### config.mk
export PLATFORM = sky130hd
export DESIGN_NAME = xr_config_regs_flat
export DESIGN_NICKNAME = d
export VERILOG_FILES = /design/src/hw/xr_types_pkg.sv /design/src/hw/xr_map_pkg.sv /design/src/hw/xr_ifs.sv /design/src/hw/xr_config_regs.sv /design/src/flat_wrapper.sv
export VERILOG_INCLUDE_DIRS = /design/src /design/src/hw
export SDC_FILE = /design/constraint.sdc
export NUM_CORES = 1
export LEC_CHECK = 0
export ABC_AREA = 1
export CAP_MARGIN = 20
export CORE_ASPECT_RATIO = 1.5
export CORE_MARGIN = 1.5
export CORE_UTILIZATION = 45
export CTS_CLUSTER_SIZE = 24
export DETAILED_ROUTE_END_ITERATION = 7
export DONT_BUFFER_PORTS = 1
export PLACE_DENSITY = 0.71
export SYNTH_ARGS = -nofsm -noshare
export SYNTH_HDL_FRONTEND = slang
export SYNTH_SLANG_ARGS = --single-unit
export TNS_END_PERCENT = 20
### constraint.sdc
create_clock -name clk -period 1 [get_ports clk]
set_input_delay 0.1 -clock clk [delete_from_list [all_inputs] [get_ports clk]]
set_output_delay 0.1 -clock clk [all_outputs]
set_load 0.01 [all_outputs]
### src/hw/xr_consts.svh
`ifndef XR_CONSTS_SVH
`define XR_CONSTS_SVH

// bus widths
`define XR_WORD_W       16
`define XR_ADDR_W       16

// memory index widths, tile bit 10 picks the second part
`define XR_COLOR_W      8
`define XR_TILE_W       11
`define XR_TILE2_W      9
`define XR_REG_W        3

// region codes in address bits 15:14
`define XR_RGN_REG      2'd0
`define XR_RGN_TILE     2'd1
`define XR_RGN_COLOR    2'd2
`define XR_RGN_RSVD     2'd3

`define XR_ID_VALUE     16'hA57E

`endif

### src/hw/xr_types_pkg.sv
`default_nettype none

`include "xr_consts.svh"

package xr_types_pkg;

    // one data word on any XR port
    typedef logic [`XR_WORD_W-1:0] word_t;

    // full XR address, region in the top two bits
    typedef logic [`XR_ADDR_W-1:0] addr_t;

    // color table entry as stored in the lookup RAMs
    typedef logic [`XR_WORD_W-1:0] argb_t;

endpackage

`default_nettype wire

### src/hw/xr_map_pkg.sv
`default_nettype none

`include "xr_consts.svh"

package xr_map_pkg;

    // region field, address bits 15:14
    typedef enum logic [1:0] {
        REG_REGION   = `XR_RGN_REG,
        TILE_REGION  = `XR_RGN_TILE,
        COLOR_REGION = `XR_RGN_COLOR,
        RSVD_REGION  = `XR_RGN_RSVD
    } xr_region_t;

    // entry index within one color bank
    typedef logic [`XR_COLOR_W-1:0] color_addr_t;

    // tile word address across both tile parts
    typedef logic [`XR_TILE_W-1:0] tile_addr_t;

    // configuration register index
    typedef logic [`XR_REG_W-1:0] reg_idx_t;

endpackage

`default_nettype wire

### src/hw/xr_ifs.sv
`default_nettype none
`timescale 1ns/100ps

// register bank port, rdata shows the register addressed last cycle
interface xr_reg_bus_if;
    import xr_types_pkg::*;
    import xr_map_pkg::*;

    logic     wr;
    reg_idx_t addr;
    word_t    wdata;
    word_t    rdata;

    modport arb (
        output wr,
        output addr,
        output wdata,
        input  rdata
    );

    modport regs (
        input  wr,
        input  addr,
        input  wdata,
        output rdata
    );
endinterface


`default_nettype wire

### src/hw/xr_config_regs.sv
`default_nettype none
`timescale 1ns/100ps

`include "xr_consts.svh"

module xr_config_regs (
    input  wire logic   clk,
    input  wire logic   rst_n_i,
    xr_reg_bus_if.regs  bus
);
    import xr_types_pkg::*;
    import xr_map_pkg::*;

    localparam int NUM_REGS = 2 ** `XR_REG_W;

    // register 0 is the fixed ID, only 1..7 need storage
    word_t regs_q [1:NUM_REGS-1];

    always_ff @(posedge clk or negedge rst_n_i) begin
        if (!rst_n_i) begin
            for (int i = 1; i < NUM_REGS; i++) begin
                regs_q[i] <= '0;
            end
        end else if (bus.wr && bus.addr != reg_idx_t'(0)) begin
            regs_q[bus.addr] <= bus.wdata;
        end
    end

    // read data follows the address one cycle later
    always_ff @(posedge clk) begin
        if (bus.addr == reg_idx_t'(0)) begin
            bus.rdata <= word_t'(`XR_ID_VALUE);
        end else begin
            bus.rdata <= regs_q[bus.addr];
        end
    end

endmodule

`default_nettype wire

### src/flat_wrapper.sv
// flat-port wrapper written by rule: the top's interface ports become plain ports
module xr_config_regs_flat import xr_types_pkg::*; import xr_map_pkg::*;
  (clk, rst_n_i, bus_wr, bus_addr, bus_wdata, bus_rdata);
  xr_reg_bus_if bus_i ();
  input  wire logic clk;
  input  wire logic rst_n_i;
  input wire logic [$bits(bus_i.wr)-1:0] bus_wr;
  input wire logic [$bits(bus_i.addr)-1:0] bus_addr;
  input wire logic [$bits(bus_i.wdata)-1:0] bus_wdata;
  output wire logic [$bits(bus_i.rdata)-1:0] bus_rdata;
  assign bus_i.wr = bus_wr;
  assign bus_i.addr = bus_addr;
  assign bus_i.wdata = bus_wdata;
  assign bus_rdata = bus_i.rdata;
  xr_config_regs u_core (.clk(clk), .rst_n_i(rst_n_i), .bus(bus_i));
endmodule
==> results.md <==
* Run status: finished with violations
* Violations in the final reports: negative hold slack
* Max-capacitance violation count at 0
* Share of flip-flops with an asynchronous set or reset after synthesis at 0.875
* Total I/O pin count at 38
* Number of antenna diodes at 0
* Final Util at 0.559
* Worst endpoint required time at around 1300 ps
* Number of standard-cell rows in the floorplan at about 50
* Setup Total Neg Slack at 0 ps
* Post-synthesis sequential element count at 128
* DR pass1 iterations at 5
* Cells after synthesis at 715
* Area of placed instances at 5930 um2
* Top cell types by occurrence after synthesis: nand2_1 (240), dfrtp_1 (112), inv_1 (105), o21ai_1 (86), nor2_1 (39)
* Static Leakage at about 3.5 nW
* Area growth, synth to finish at 20.2%
* Floorplan die height at 140 um
* Global router's overall resource usage at 0.219
* Highest Clock Rate at 1080 MHz
* Clk sink count at 128
* Horiz. Die Dim at 94.3 um
* Post-synthesis net count at 737
* Hold_buf cts at 20
* H-tree lvl count at 4
* Endpoint kind of the worst setup timing path: flip-flop
* TritonCTS clock tree: yes
* Final worst clock skew at 5.84 ps
* Final count of hold timing violations at ~130
* Setup repair after global routing missed its margin: no
* Routability Congestion at 0.860
* Clock insertion delay at the later pin of the skew report at 410 ps
* R2r worst-path depth at 6
* Vias after detailed routing at 4,528
* Routed length per instance at 14.5 um
* Number of setup violations in the final report at 0
* Antenna violations before repair at 0
* Residual DRC count at 0
* Worst setup path end: u_core.bus.rdata[15]
* Detailed Route Iter0 Violations at 413
* Wire length of the first global-routing pass at about 22,000 um
* CP max stage cell: dfrtp_1
* Mapped cell area at 5620 um2
* Critical Path Start: u_core.regs_q[79]
* Count of flip-flops with a built-in enable after synthesis at 0
* Hold WS at -618 ps
* Most numerous cell in the Yosys netlist: nand2_1
* Transition time of the tightest slew-check pin at 372 ps
* Min setup slack post-route at 70.5 ps
* Number of clock buffers inserted by TritonCTS at 17
* CP cell instances: inv_1 > nand2_1 > nand3_1 > nand2_1 > nor2_1 > nand2_1
* GR Overflow Total at 0
* Reg2Reg Setup Slack at around 71 ps
* Post-DP HPWL at 8700 um
* Final Instance Area at 6760 um2
* Cell types with the largest area share after synthesis: dfrtp_1 (50%), nand2_1 (16%), o21ai_1 (7.7%)
* Yosys warning total at 0
* Number of max-slew violations in the final report at 0
* Max transition margin at 0.752
* CTS clk-pin slew, worst paths at 50 ps
* PortBufs at 0
* Number of buffers between clock root and the deepest sink at 2
* Setup slack at placement at 14.3 ps
* Path type of the worst setup path: flip-flop to flip-flop
* Final antenna-violating net count at 0
* VDD IR-drop max at 1.44 mV
* Worst Setup Start Kind: flip-flop
* Longest individual stage delay on the worst path at around 380 ps
* Shortest period the worst path allows at 929 ps
* Vias in the first global route at 4,460
* Vias per Instance at 4.97
* Power per cell area at 2210 nW/um2
* Net count of the finished layout at 767
* Highest metal used: met4
* Worst hold path class: input port to asynchronous set/reset pin
* Total wire length at 13,200 um
* Detailed route wirelength on metal3 at 733 um
* Cell type contributing the most total cell area after synthesis: dfrtp_1
* Final cycle utilization of the critical path at 0.929
* Maximum fanout encountered on the critical timing path at 2
* Sum of met2 wire segment lengths after detailed routing at about 6700 um
* Buffer type at the clock tree root: clkbuf_16
* Post-synthesis sequential area ratio at 0.556
* Detailed-routing wirelength on met1 at 5510 um
* Average instance area after synthesis at 7.86 um2
* Layout cell share with drive strength beyond 1 at 0.0897
* Most Frequent Cell on Critical Path: nand2_1
* Synth top area share at 0.499
* Total die area at ~13,000 um2
* Destination of the worst register-to-register timing path: u_core.bus.rdata[15]
* Area of the core region at 12,100 um2
* Distinct cell type count after synthesis at 18
* Most instantiated flip-flop cell in the synthesis netlist: dfrtp_1
* Initial standard-cell utilization of the core at 0.465
* Origin of the critical flop-to-flop path: u_core.regs_q[79]
* Largest net degree at the start of global routing at about 110
* Endpoint arrival time on the critical path at roughly 1200 ps
## timing repair
item / CTS / global route
endpoints found under the setup margin: 0 / 3
gates resized for setup: 0 / 1
setup buffers: 0 / 0
hold endpoints to repair: 195 / 123
## routing by layer
metal / global-route usage / up-vias
met3: 0.0505 / 26
met2: 0.363 / 127
li1: - / 2255
met5: 0 / -
met1: 0.276 / 2120
met4: 0.0793 / 0
## registers in the layout, indices dropped and copies added, names as in the netlist
| name | cells |
|---|---|
| u_core.regs_q | 112 |
| u_core.bus.rdata | 16 |
## final cells by class
cell class / count / area [um2]
Tap cell: 153 / 191
Fill cell: 1034 / 5320
Clock inverter: 12 / 165
Inverter: 108 / 405
Sequential cell: 128 / 3120
Clock buffer: 20 / 457
Multi-Input combinational cell: 446 / 1930
Timing Repair Buffer: 44 / 480
## kinds of logic (layout without fill, tap and decap cells)
group                  Yosys count  in the layout  share of synthesized area
and+or+nand+nor                323            323                      0.233
buffers and inverters          141            184                      0.102
DFF                            128            128                      0.556
AOI/OAI and AO/OA              123            123                      0.110
## power breakdown
group	total, W	internal [W]	switching, W
clock	0.00645	0.00427	0.00218
sequential	0.00671	0.00614	0.000567
combinational	0.00179	0.000775	0.00102
total	0.0150	0.0112	0.00377
## metrics by stage
step | hold WS, ps | total power (W) | instances
2_1_floorplan | -196 | 0.00801 | 715
5_1_grt | -632 | 0.0157 | 911
4_1_cts | -631 | 0.0151 | 911
3_3_place_gp | -193 | 0.00841 | 859
6_report | -618 | 0.0150 | 911
3_5_place_dp | -194 | 0.00850 | 859
## cells in the final DEF (no fill, tap or decap), drive strengths merged
cell type and instances:
bufinv 4, inv 108, nor2 43, nand4 6, clkinv 6, o21ai 122, dlygate4sd3 20, buf 24
clkbuf 20, dfxtp 16, nand2 245, nand3 28, a21oi 1, nor3 1, clkinvlp 2, dfrtp 112
## how the worst min path moves through the flow
stage             from                 to  slack [ps]  cells after the start
2_1_floorplan  rst_n_i   u_core.regs_q[0]        -200                      0
5_1_grt        rst_n_i  u_core.regs_q[91]        -630                      0
3_3_place_gp   rst_n_i  u_core.regs_q[91]        -190                      0
4_1_cts        rst_n_i  u_core.regs_q[11]        -630                      0
6_report       rst_n_i  u_core.regs_q[91]        -620                      0
3_5_place_dp   rst_n_i  u_core.regs_q[89]        -190                      0
## critical path, delay by kind of cell (launching register included)
kind | cells | cell delay, ps
simple gates | 5 | 360
buf+inv | 1 | 60
flops | 1 | 380
(Power assumes the default switching activity.)
